--- src/design/simt_alu_pkg.sv ---
package simt_alu_pkg;

    localparam int num_threads = 4;
    localparam int xlen        = 32;
    localparam int nw_bits     = 2;
    localparam int nr_bits     = 5;
    localparam int uuid_bits   = 8;

    typedef enum logic [1:0] {
        OPK_ALU = 2'd0,
        OPK_BR  = 2'd1,
        OPK_MUL = 2'd2
    } op_kind_e;

    // Bits 3:2 select the class, bit 0 marks signed
    typedef enum logic [3:0] {
        ALU_ADD  = 4'b0000,
        ALU_SLTU = 4'b0100,
        ALU_SLT  = 4'b0101,
        ALU_SRL  = 4'b1000,
        ALU_SRA  = 4'b1001,
        ALU_SUB  = 4'b1011,
        ALU_AND  = 4'b1100,
        ALU_OR   = 4'b1101,
        ALU_XOR  = 4'b1110,
        ALU_SLL  = 4'b1111
    } alu_op_e;

    typedef struct packed {
        logic is_static;
        logic is_unsigned;
        logic is_less;
        logic is_neg;
    } br_op_t;

    localparam br_op_t BR_BEQ  = 4'b0000;
    localparam br_op_t BR_BNE  = 4'b0001;
    localparam br_op_t BR_BLT  = 4'b0010;
    localparam br_op_t BR_BGE  = 4'b0011;
    localparam br_op_t BR_BLTU = 4'b0110;
    localparam br_op_t BR_BGEU = 4'b0111;
    localparam br_op_t BR_JAL  = 4'b1000;
    localparam br_op_t BR_JALR = 4'b1001;   // Spare neg bit marks JALR

    typedef enum logic [3:0] {
        MUL   = 4'd0,
        MULHU = 4'd1,
        DIVU  = 4'd2,
        REMU  = 4'd3
    } mul_op_e;

    // Read according to op_kind_e
    typedef union packed {
        alu_op_e alu;
        br_op_t  br;
        mul_op_e mul;
    } op_u;

    typedef struct packed {
        logic [uuid_bits-1:0]             uuid;
        logic [nw_bits-1:0]               wid;
        logic [num_threads-1:0]           tmask;
        logic [31:0]                      pc;
        logic [31:0]                      next_pc;
        op_kind_e                         kind;
        op_u                              op;
        logic                             use_pc;
        logic                             use_imm;
        logic [xlen-1:0]                  imm;
        logic [nr_bits-1:0]               rd;
        logic                             wb;
        logic [$clog2(num_threads)-1:0]   tid;    // Lane that resolves a branch
        logic [num_threads-1:0][xlen-1:0] rs1_data;
        logic [num_threads-1:0][xlen-1:0] rs2_data;
    } alu_req_t;

    typedef struct packed {
        logic [uuid_bits-1:0]             uuid;
        logic [nw_bits-1:0]               wid;
        logic [num_threads-1:0]           tmask;
        logic [31:0]                      pc;
        logic [nr_bits-1:0]               rd;
        logic                             wb;
        logic [num_threads-1:0][xlen-1:0] data;
    } commit_t;

    typedef struct packed {
        logic [nw_bits-1:0] wid;
        logic               taken;
        logic [31:0]        dest;
    } branch_ctl_t;

endpackage

--- src/design/commit_arb.sv ---
`timescale 1ns/100ps

module commit_arb (
    input  logic                        clk,
    input  logic                        rst_n,
    input  logic [1:0]                  in_valid,
    input  simt_alu_pkg::commit_t [1:0] in,
    output logic [1:0]                  in_ready,
    output logic                        out_valid,
    output simt_alu_pkg::commit_t       out,
    input  logic                        out_ready
);

    logic prio_q;      // Input that wins a tie
    logic can_load;
    logic gnt_any;
    logic gnt_idx;

    assign can_load = !out_valid || out_ready;
    assign gnt_any  = |in_valid;
    assign gnt_idx  = in_valid[prio_q] ? prio_q : ~prio_q;

    assign in_ready[0] = can_load && gnt_any && !gnt_idx;
    assign in_ready[1] = can_load && gnt_any && gnt_idx;

    always_ff @(posedge clk) begin
        if (!rst_n) begin
            out_valid <= 1'b0;
            prio_q    <= 1'b0;
        end else if (can_load) begin
            out_valid <= gnt_any;
            if (gnt_any) begin
                prio_q <= ~gnt_idx;
            end
        end
    end

    always_ff @(posedge clk) begin
        if (can_load && gnt_any) begin
            out <= in[gnt_idx];
        end
    end

endmodule

--- config.mk ---
export PLATFORM = sky130hd
export DESIGN_NAME = commit_arb
export DESIGN_NICKNAME = d
export VERILOG_FILES = /design/src/design/simt_alu_pkg.sv /design/src/design/commit_arb.sv
export SDC_FILE = /design/constraint.sdc
export NUM_CORES = 1
export LEC_CHECK = 0
export BUFFER_PORTS_ARGS = -buffer_cell sky130_fd_sc_hd__buf_2
export CAP_MARGIN = 20
export CORE_AREA = 2 2 211 213
export CTS_BUF_LIST = sky130_fd_sc_hd__clkbuf_4 sky130_fd_sc_hd__clkbuf_8
export DETAILED_ROUTE_END_ITERATION = 16
export DIE_AREA = 0 0 213 215
export GPL_ROUTABILITY_DRIVEN = 0
export PLACE_DENSITY = 0.4
export SLEW_MARGIN = 20
export SYNTH_ARGS = -nofsm -noshare
export SYNTH_HDL_FRONTEND = slang
export SYNTH_SLANG_ARGS = --single-unit
--- constraint.sdc ---
create_clock -name clk -period 17.9 [get_ports clk]
set_input_delay 0.895 -clock clk [delete_from_list [all_inputs] [get_ports clk]]
set_output_delay 0.895 -clock clk [all_outputs]
set_load 0.05 [all_outputs]
==> impl_metrics.json <==
{
  "r2r_setup_slack_ps": 14950,
  "synth_area_sq_um": 7720,
  "cts_resized": 0,
  "hold_viol_final": 0,
  "post-cts-setup-buffers": 0,
  "worst-setup-path-type": "input pin to flip-flop",
  "clkSlewWorstSetupHoldPaths_ps": 100,
  "vdd_drop_max_uv": 43.8,
  "hold_class": "flip-flop to flip-flop",
  "clk_path_buf_depth": 2,
  "required_ps": 18170,
  "start_util": 0.177,
  "seq_area_frac_synth": 0.705,
  "core_sq_um": 43600,
  "p_total_mw": 1.12,
  "yosys_warnings": 0,
  "grt_overflow": 0,
  "ys_ff_latch": 182,
  "vias": 5561,
  "grt_max_degree": 162,
  "tns_ps": 0,
  "p_per_area_nw_per_um2": 97.9,
  "rr_worst_depth": 4,
  "hold_buffers": 0,
  "grt_first_pass_wirelength_microns": 35800,
  "port_buffers": 547,
  "slew_headroom": 0.322,
  "max_freq_mhz": 333,
  "reg2reg_from": "prio_q",
  "die_y_microns": 215,
  "worstHoldEndpoint": "out_valid",
  "grt_pass1_vias": 5716,
  "final_cells": 1552,
  "cts_made_buffers": 17,
  "worstSetupEndpointType": "flip-flop",
  "cts_root_buf": "clkbuf_8",
  "dieArea_sq_um": 45800,
  "drt_wl_total_microns": 25800,
  "syn_inst": 394,
  "worst_pin_slew_ps": 1020,
  "hp-start": "out_valid",
  "skew_ps": 13.3,
  "r2r_end": "out[7]",
  "dp_hpwl_microns": 19900,
  "drt_first_pass_iters": 4,
  "start_kind": "input pin",
  "hold_depth": 2,
  "arrival_ps": 3270,
  "drt-wirelength-per-cell_microns": 16.6,
  "synth.distinct_cells": 17,
  "drv_slew": 0,
  "post_route_cells_drive_above_1_share": 0.691,
  "grtUsageTotal": 0.109,
  "boundaryPins": 548,
  "nets": 1310,
  "fin_crit_sh": 0.168,
  "syn_nets": 759,
  "antenna_found_initial": 3,
  "avgSynthCellArea_sq_um": 19.6,
  "num_rows": 77,
  "area_delta_synth_final_pct": 48.2,
  "fill_cells": 4659,
  "drc": 0,
  "cts_tree": "built",
  "h-tree-depth": 4,
  "clk_latency_ps": 510,
  "finalCriticalPeriod_ps": 3000,
  "drt-initial-drc-count": 180,
  "fp.dieW_microns": 213,
  "drtAntennaViolNets": 0,
  "leakagePower_nw": 4.91,
  "rsz0062_at_grt": "false",
  "routed_via_density": 3.58,
  "dp.cells": 1518,
  "crit_fanout": 70,
  "cts.sinks": 182,
  "finalSetupViolations": 0,
  "status": "complete, no violations",
  "maxCapViolations": 0
}
stage by stage:
step                      setup slack (ps)  hold WS, ps  instance area (sq um)  utilization
final                                14900          586                  11400        0.262
after floorplan                       8680          550                   7720            -
after global placement               14330          583                  11100        0.254
after CTS                            14900          542                  11400        0.262
after global routing                 14750          590                  11400        0.262
after detailed placement             14310          574                  11100        0.254
cell usage after synthesis:
cell,n,share of area
and3_1,1,0.00081
o21ai_0,1,0.00065
o211a_1,1,0.0013
nand2b_1,1,0.00081
nor2_1,3,0.0015
dfxtp_1,2,0.0052
inv_1,1,0.00049
edfxtp_1,180,0.70
buf_2,8,0.0052
buf_6,11,0.016
a21oi_1,1,0.00065
mux2i_4,1,0.0029
mux2_2,80,0.12
mux2_1,100,0.15
a21boi_0,1,0.00097
nor2b_1,1,0.00081
nand2_1,1,0.00049
metal layers:
layer	track usage	vias up	routed length, microns
met2	0.194	263	13500
met4	0.0403	2	429
li1	-	2649	-
met1	0.118	2624	9910
met5	0	-	13
met3	0.0390	23	1980
cells by family after synthesis:
group                  after synthesis  synth area share
multiplexers                       181             0.265
AO/OA/AOI/OAI                        4           0.00356
flip-flops                         182             0.705
buffers and inverters               20            0.0217
AND/OR/NAND/NOR                      7           0.00437
power by group:
group	switching [mW]	internal [mW]
Combinational	0.224	0.0912
Clock	0.162	0.109
Sequential	0.0104	0.524
state kept, by name, indices dropped and copies added, names as in the netlist:
register,count
out,180
out_valid,1
prio_q,1
how the worst max path moves through the flow:
stage           startpoint      end  slack, ps  cells after the start
2_1_floorplan  in_valid[1]   out[0]       8680                      2
3_3_place_gp   in_valid[0]  out[11]      14330                      6
3_5_place_dp   in_valid[0]   out[7]      14310                      6
4_1_cts             prio_q   out[7]      14900                      4
5_1_grt             prio_q   out[7]      14750                      4
6_report       in_valid[0]   out[7]      14900                      6
placed cells by master (no fill, tap or decap), drive strengths merged, types with 2 or more instances in the layout:
cell type  synthesis  layout
diode              0       2
edfxtp           180     180
nor2               3       3
clkbuf             0      18
inv                1       2
dfxtp              2       2
clkinvlp           0       5
buf               19     551
clkinv             0       7
mux2             180     180
area by class of cell:
class                           count  area (sq um)  share of cell area
Antenna cell                        2          5.00            0.000437
Clock buffer                       18           241              0.0211
Clock inverter                     14           111             0.00973
Inverter                            1          3.75            0.000328
Multi-Input combinational cell    192          2120               0.185
Sequential cell                   182          5450               0.476
Tap cell                          592           741              0.0647
Timing Repair Buffer              551          2780               0.243
worst max-delay path, cell delays in order:
cell and delay [ps]:
buf_2 120, inv_1 80, mux2i_4 390, buf_4 440, buf_4 800, mux2_2 430
(Power assumes the default switching activity.)
