`src/design/simt_alu_pkg.sv`:
```
package simt_alu_pkg;

    localparam int num_threads = 4;
    localparam int xlen        = 32;
    localparam int nw_bits     = 2;
    localparam int nr_bits     = 5;
    localparam int uuid_bits   = 8;

    typedef enum logic [1:0] {
        OPK_ALU = 2'd0,
        OPK_BR  = 2'd1,
        OPK_MUL = 2'd2
    } op_kind_e;

    // Bits 3:2 select the class, bit 0 marks signed
    typedef enum logic [3:0] {
        ALU_ADD  = 4'b0000,
        ALU_SLTU = 4'b0100,
        ALU_SLT  = 4'b0101,
        ALU_SRL  = 4'b1000,
        ALU_SRA  = 4'b1001,
        ALU_SUB  = 4'b1011,
        ALU_AND  = 4'b1100,
        ALU_OR   = 4'b1101,
        ALU_XOR  = 4'b1110,
        ALU_SLL  = 4'b1111
    } alu_op_e;

    typedef struct packed {
        logic is_static;
        logic is_unsigned;
        logic is_less;
        logic is_neg;
    } br_op_t;

    localparam br_op_t BR_BEQ  = 4'b0000;
    localparam br_op_t BR_BNE  = 4'b0001;
    localparam br_op_t BR_BLT  = 4'b0010;
    localparam br_op_t BR_BGE  = 4'b0011;
    localparam br_op_t BR_BLTU = 4'b0110;
    localparam br_op_t BR_BGEU = 4'b0111;
    localparam br_op_t BR_JAL  = 4'b1000;
    localparam br_op_t BR_JALR = 4'b1001;   // Spare neg bit marks JALR

    typedef enum logic [3:0] {
        MUL   = 4'd0,
        MULHU = 4'd1,
        DIVU  = 4'd2,
        REMU  = 4'd3
    } mul_op_e;

    // Read according to op_kind_e
    typedef union packed {
        alu_op_e alu;
        br_op_t  br;
        mul_op_e mul;
    } op_u;

    typedef struct packed {
        logic [uuid_bits-1:0]             uuid;
        logic [nw_bits-1:0]               wid;
        logic [num_threads-1:0]           tmask;
        logic [31:0]                      pc;
        logic [31:0]                      next_pc;
        op_kind_e                         kind;
        op_u                              op;
        logic                             use_pc;
        logic                             use_imm;
        logic [xlen-1:0]                  imm;
        logic [nr_bits-1:0]               rd;
        logic                             wb;
        logic [$clog2(num_threads)-1:0]   tid;    // Lane that resolves a branch
        logic [num_threads-1:0][xlen-1:0] rs1_data;
        logic [num_threads-1:0][xlen-1:0] rs2_data;
    } alu_req_t;

    typedef struct packed {
        logic [uuid_bits-1:0]             uuid;
        logic [nw_bits-1:0]               wid;
        logic [num_threads-1:0]           tmask;
        logic [31:0]                      pc;
        logic [nr_bits-1:0]               rd;
        logic                             wb;
        logic [num_threads-1:0][xlen-1:0] data;
    } commit_t;

    typedef struct packed {
        logic [nw_bits-1:0] wid;
        logic               taken;
        logic [31:0]        dest;
    } branch_ctl_t;

endpackage

```
`src/design/alu_lane.sv`:
```
`timescale 1ns/100ps

module alu_lane (
    input  simt_alu_pkg::alu_op_e op,
    input  logic                  is_br,
    input  simt_alu_pkg::br_op_t  br,
    input  logic [31:0]           in1_pc,
    input  logic [31:0]           in2_imm,
    input  logic [31:0]           in2_cmp,
    input  logic [31:0]           in1,
    output logic [31:0]           result,
    output logic [31:0]           sum,
    output logic                  less,
    output logic                  equal
);
    import simt_alu_pkg::*;

    logic        cmp_signed;
    logic [32:0] diff;
    logic [31:0] shr;
    logic [31:0] msc;

    assign cmp_signed = is_br ? ~br.is_unsigned : op[0];

    assign sum  = in1_pc + in2_imm;
    assign diff = {cmp_signed & in1[31], in1} - {cmp_signed & in2_cmp[31], in2_cmp};
    assign shr  = 32'($signed({op[0] & in1[31], in1}) >>> in2_imm[4:0]);   // Sign fill for SRA

    always_comb begin
        case (op)
            ALU_AND: msc = in1 & in2_imm;
            ALU_OR:  msc = in1 | in2_imm;
            ALU_XOR: msc = in1 ^ in2_imm;
            default: msc = in1 << in2_imm[4:0];
        endcase
    end

    always_comb begin
        case (op[3:2])
            2'b00:   result = sum;
            2'b01:   result = {31'b0, diff[32]};
            2'b10:   result = (op == ALU_SUB) ? diff[31:0] : shr;
            default: result = msc;
        endcase
    end

    // Borrow of the extended difference is the less-than flag
    assign less  = diff[32];
    assign equal = (diff[31:0] == 32'b0);

endmodule

```
`src/design/alu_pipe.sv`:
```
`timescale 1ns/100ps

module alu_pipe (
    input  logic                      clk,
    input  logic                      rst_n,
    input  logic                      in_valid,
    input  simt_alu_pkg::alu_req_t    req,
    output logic                      in_ready,
    output logic                      out_valid,
    output simt_alu_pkg::commit_t     out,
    input  logic                      out_ready,
    output logic                      branch_valid,
    output simt_alu_pkg::branch_ctl_t branch
);
    import simt_alu_pkg::*;

    logic                             is_br;
    logic                             is_jal;
    logic [num_threads-1:0][xlen-1:0] in1_pc;
    logic [num_threads-1:0][xlen-1:0] in2_imm;
    logic [num_threads-1:0][xlen-1:0] in2_cmp;
    logic [num_threads-1:0][xlen-1:0] lane_result;
    logic [num_threads-1:0][xlen-1:0] lane_sum;
    logic [num_threads-1:0][xlen-1:0] data_next;
    logic [num_threads-1:0]           lane_less;
    logic [num_threads-1:0]           lane_equal;
    logic                             is_br_q;
    br_op_t                           br_q;
    logic                             less_q;
    logic                             equal_q;
    logic [31:0]                      dest_q;

    assign is_br    = (req.kind == OPK_BR);
    assign is_jal   = is_br && req.op.br.is_static;
    assign in_ready = !out_valid || out_ready;

    for (genvar i = 0; i < num_threads; i++) begin : g_lane
        assign in1_pc[i]  = req.use_pc ? req.pc : req.rs1_data[i];
        assign in2_imm[i] = req.use_imm ? req.imm : req.rs2_data[i];
        assign in2_cmp[i] = (req.use_imm && !is_br) ? req.imm : req.rs2_data[i];  // Branches use rs2

        alu_lane u_alu_lane (
            .op      (req.op.alu),
            .is_br   (is_br),
            .br      (req.op.br),
            .in1_pc  (in1_pc[i]),
            .in2_imm (in2_imm[i]),
            .in2_cmp (in2_cmp[i]),
            .in1     (req.rs1_data[i]),
            .result  (lane_result[i]),
            .sum     (lane_sum[i]),
            .less    (lane_less[i]),
            .equal   (lane_equal[i])
        );

        assign data_next[i] = is_jal ? req.next_pc : lane_result[i];   // Link address
    end

    always_ff @(posedge clk) begin
        if (!rst_n) begin
            out_valid <= 1'b0;
        end else if (in_ready) begin
            out_valid <= in_valid;
        end
    end

    always_ff @(posedge clk) begin
        if (in_valid && in_ready) begin
            out.uuid  <= req.uuid;
            out.wid   <= req.wid;
            out.tmask <= req.tmask;
            out.pc    <= req.pc;
            out.rd    <= req.rd;
            out.wb    <= req.wb;
            out.data  <= data_next;
            is_br_q   <= is_br;
            br_q      <= req.op.br;
            less_q    <= lane_less[req.tid];
            equal_q   <= lane_equal[req.tid];
            dest_q    <= lane_sum[req.tid];
        end
    end

    // Pulses on the handoff into the arbiter
    assign branch_valid = out_valid && out_ready && is_br_q;
    assign branch.wid   = out.wid;
    assign branch.taken = ((br_q.is_less ? less_q : equal_q) ^ br_q.is_neg) | br_q.is_static;
    assign branch.dest  = dest_q;

endmodule

```
`config.mk`:
```
export PLATFORM = sky130hd
export DESIGN_NAME = alu_pipe
export DESIGN_NICKNAME = d
export VERILOG_FILES = /design/src/design/simt_alu_pkg.sv /design/src/design/alu_lane.sv /design/src/design/alu_pipe.sv
export SDC_FILE = /design/constraint.sdc
export NUM_CORES = 2
export LEC_CHECK = 0
export BUFFER_PORTS_ARGS = -buffer_cell sky130_fd_sc_hd__buf_2
export CAP_MARGIN = 20
export CORE_MARGIN = 2
export CORE_UTILIZATION = 30
export CTS_CLUSTER_DIAMETER = 120
export DETAILED_ROUTE_END_ITERATION = 10
export RECOVER_POWER = 50
export SYNTH_ARGS = -nofsm -noshare
export SYNTH_HDL_FRONTEND = slang
export SYNTH_HIERARCHICAL = 1
export SYNTH_SLANG_ARGS = --single-unit
```
`constraint.sdc`:
```
create_clock -name clk -period 9.2 [get_ports clk]
set_input_delay 0.92 -clock clk [delete_from_list [all_inputs] [get_ports clk]]
set_output_delay 0.92 -clock clk [all_outputs]
set_load 0.03 [all_outputs]
```
==> results.yml <==
logic_synthesis:
  synth_compound_area_share_pct: 28.88
  syn_area_sq_um: 49750
  synth_top_family_by_area: "compound AO/OA/AOI/OAI gates"
  ys_seq_area_share_pct: 13.20
  postSynthCellCount: 6953
  yosys_warnings: 6
  yosys.area_share.simple_pct: 17.47
  synth_largest_area_cell: "edfxtp_1"
  synth.top_cells.by_count: "o21ai_0 (785), nand2_1 (784), inv_1 (727)"
  yosys_register_bits: 219
  synth_most_common_cell: "o21ai_0"
  synth_edf_count: 218
  synth_fa_ha_area_share_pct: 13.30
  synth_cell_type_count: 106
  synth_xor_area_share_pct: 4.067
  yosys-top-cells-area: "edfxtp_1 (13%), ha_1 (13%), o21ai_0 (7.9%), mux4_2 (7.8%), nand2_1 (5.9%)"
  syn_area_per_cell_sq_um: 7.155
  synth_top_area_share_pct: 13.16
  ys.flop_type: "edfxtp_1"
  synth.mux.area_fraction_pct: 13.68
  synthArstFlopShare_pct: 0
  syn_nets: 7863
cells_and_area:
  area_growth_pct: 12.71
  utilization_pct: 34.02
  layout-drive-gt1-share_pct: 12.73
  final.fill_count: 18070
  final_nets: 8204
  fin_area_sq_um: 56070
min_path:
  holdCritStartpoint: "req[371]"
  hold_path.class: "in2reg"
  hold_depth: 1
  min_to: "out[169]"
routing:
  drt_wl_total_um: 367600
  dr.pass1.iters: 9
  via_per_inst: 6.433
  drc_errors: 0
  wl_per_cell_um: 38.42
  ant_nets: 0
  initialDrtViolationCount: 9514
  vias: 61560
clock_tree:
  cts_buffer_depth: 3
  clk_latency_ps: 650
  postCtsResizedCells: 0
  clkTransAtPathRegs_ps: 70
  numCtsBuffers: 35
  cts_tree: "done"
  cts_hold_buffers: 0
  clkSinkCount: 219
  postCtsSetupBuffers: 0
  cts_root_buf: "clkbuf_16"
  cts_max_level: 2
power_and_ir_drop:
  totalPowerFinal_mw: 8.200
  power.density_nw_per_um2: 146.2
  switchingPower_mw: 4.610
  p_clk_share_pct: 17.0
  power.share.sequential_pct: 16.3
  swShare_pct: 56.22
  intPower_mw: 3.590
  p_leak_nw: 25.24
  combPwrFrac_pct: 66.7
  max-vdd-ir-drop_mv: 0.1555
timing:
  setup_violations: 0
  max_slew_margin_pct: -163.4
  fin_worst_skew_ps: 36.80
  hold_viol_final: 0
  drv_slew: 311
  min_period_over_period_pct: 85.45
  fin_hold_ws_ps: 459.4
  fmax_mhz: 127.2
  rsz0062_at_grt: "false"
  min_period_ps: 7862
  worst_pin_slew_ps: 3950
  setup_tns_ps: 0
grt:
  grt_max_degree: 116
  antenna_found_initial: 78
  grt_overflow: 0
  track_usage_pct: 41.60
  grt_pass1_vias: 55300
  grt_pass1_wl_um: 484200
critical_path:
  critical_path_arrival_ps: 8380
  reg2reg_slack_ps: 3650
  critPathLaunchType: "input port"
  cp-end-kind: "register"
  critPathMaxFanout: 54
  crit_required_ps: 9720
  worstSetupPathType: "in2reg"
  crit_path_start: "req[303]"
  rr_endpoint: "dest_q[19]"
  rr_startpoint: "out_valid"
  reg2reg_depth: 3
flow_run:
  maxCapViolCount: 6
floorplanning:
  io_pins: 604
  rows: 149
  dieArea_sq_um: 169100
  coreArea_sq_um: 164800
  fp.dieW_um: 411.2
  fp.dieH_um: 411.2
  initial_core_util_pct: 30.19
status:
  outcome: "complete, but fails checks"
  violations: "capacitance limit, slew limit"
placement:
  place_area_sq_um: 55000
  io_buffers: 603
  dp_hpwl_um: 293300
  gp_congestion: 1.105
-- sequential cells by signal, summed over array words and instances, names as in the netlist --
name       cells
br_q           3
out_valid      1
is_br_q        1
out          178
less_q         1
dest_q        32
branch         2
equal_q        1
-- cell families after synthesis --
logic type / Yosys count
AO/OA/AOI/OAI: 2332
XOR/XNOR: 231
adder cells (fa/ha/maj): 524
buffers and inverters: 1187
flip-flops: 219
multiplexers: 460
AND/OR/NAND/NOR: 2000
-- worst max-delay path by stage --
stage / end / slack (ps) / cells past startpoint
6_report: equal_q / 1340 / 19
4_1_cts: equal_q / 2580 / 19
3_5_place_dp: equal_q / 1910 / 19
3_3_place_gp: equal_q / 1850 / 18
5_1_grt: equal_q / 1310 / 19
2_1_floorplan: br_q[0] / 2340 / 2
-- critical path, stage by stage --
cell and delay (ps):
buf_2 90, nand2b_1 190, clkbuf_1 1170, and2_4 820
buf_4 680, o21ai_1 440, inv_1 260, ha_1 340
a21oi_1 220, o21ai_2 140, nand3_1 120, nor3b_1 470
o21ai_1 180, a31oi_1 370, o211ai_1 160, xnor2_1 170
or4b_2 630, nor4_2 620, mux4_2 360
-- power groups by stage --
stage	Sequential [mW]	Combinational, mW	Clock (mW)
floorplan	1.54	2.78	0
global placement	1.35	5.22	0
detailed placement	1.35	5.20	0
CTS	1.33	5.22	1.42
global route	1.34	5.60	1.44
finish	1.34	5.47	1.39
-- per-layer routing --
metal | vias to the layer above | track usage (%) | routed length (um)
li1 | 25750 | - | -
met1 | 29940 | 53.88 | 145300
met2 | 4873 | 57.05 | 142800
met3 | 950 | 15.74 | 50550
met4 | 48 | 27.09 | 28680
met5 | - | 0 | 310
-- stage by stage --
| step | cells | worst slack [ps] |
|---|---|---|
| after detailed placement | 9440 | 1911 |
| after floorplan | 6953 | 2345 |
| after global placement | 9432 | 1853 |
| after CTS | 9504 | 2585 |
| final | 9569 | 1338 |
| after global routing | 9521 | 1310 |
-- cell usage in the layout (no fill, tap or decap), types with 106 or more instances in the layout --
cell type  netlist  layout
nand2_1        784     784
o21ai_0        785     764
inv_1          727     724
nor2_1         687     683
a21oi_1        575     575
ha_1           516     516
buf_2           74     393
mux2i_1        259     259
edfxtp_1       218     218
clkbuf_1       301     214
mux4_2         173     173
a211oi_1       151     151
xnor2_1        148     148
buf_4            6     138
o211ai_1       116     116
nor3_1         113     113
a21o_1         106     106
-- final cells by class --
cell class | count | area [sq um] | area share (%)
diodes | 59 | 147.6 | 0.2633
clock buffers | 40 | 914.6 | 1.631
clock inverters | 24 | 231.5 | 0.4128
inverters | 738 | 2770 | 4.940
multi-input cells | 5547 | 38740 | 69.10
flip-flops and latches | 219 | 6566 | 11.71
well taps | 2189 | 2739 | 4.885
repair buffers | 753 | 3959 | 7.060
Power figures use the tool's default switching activity.
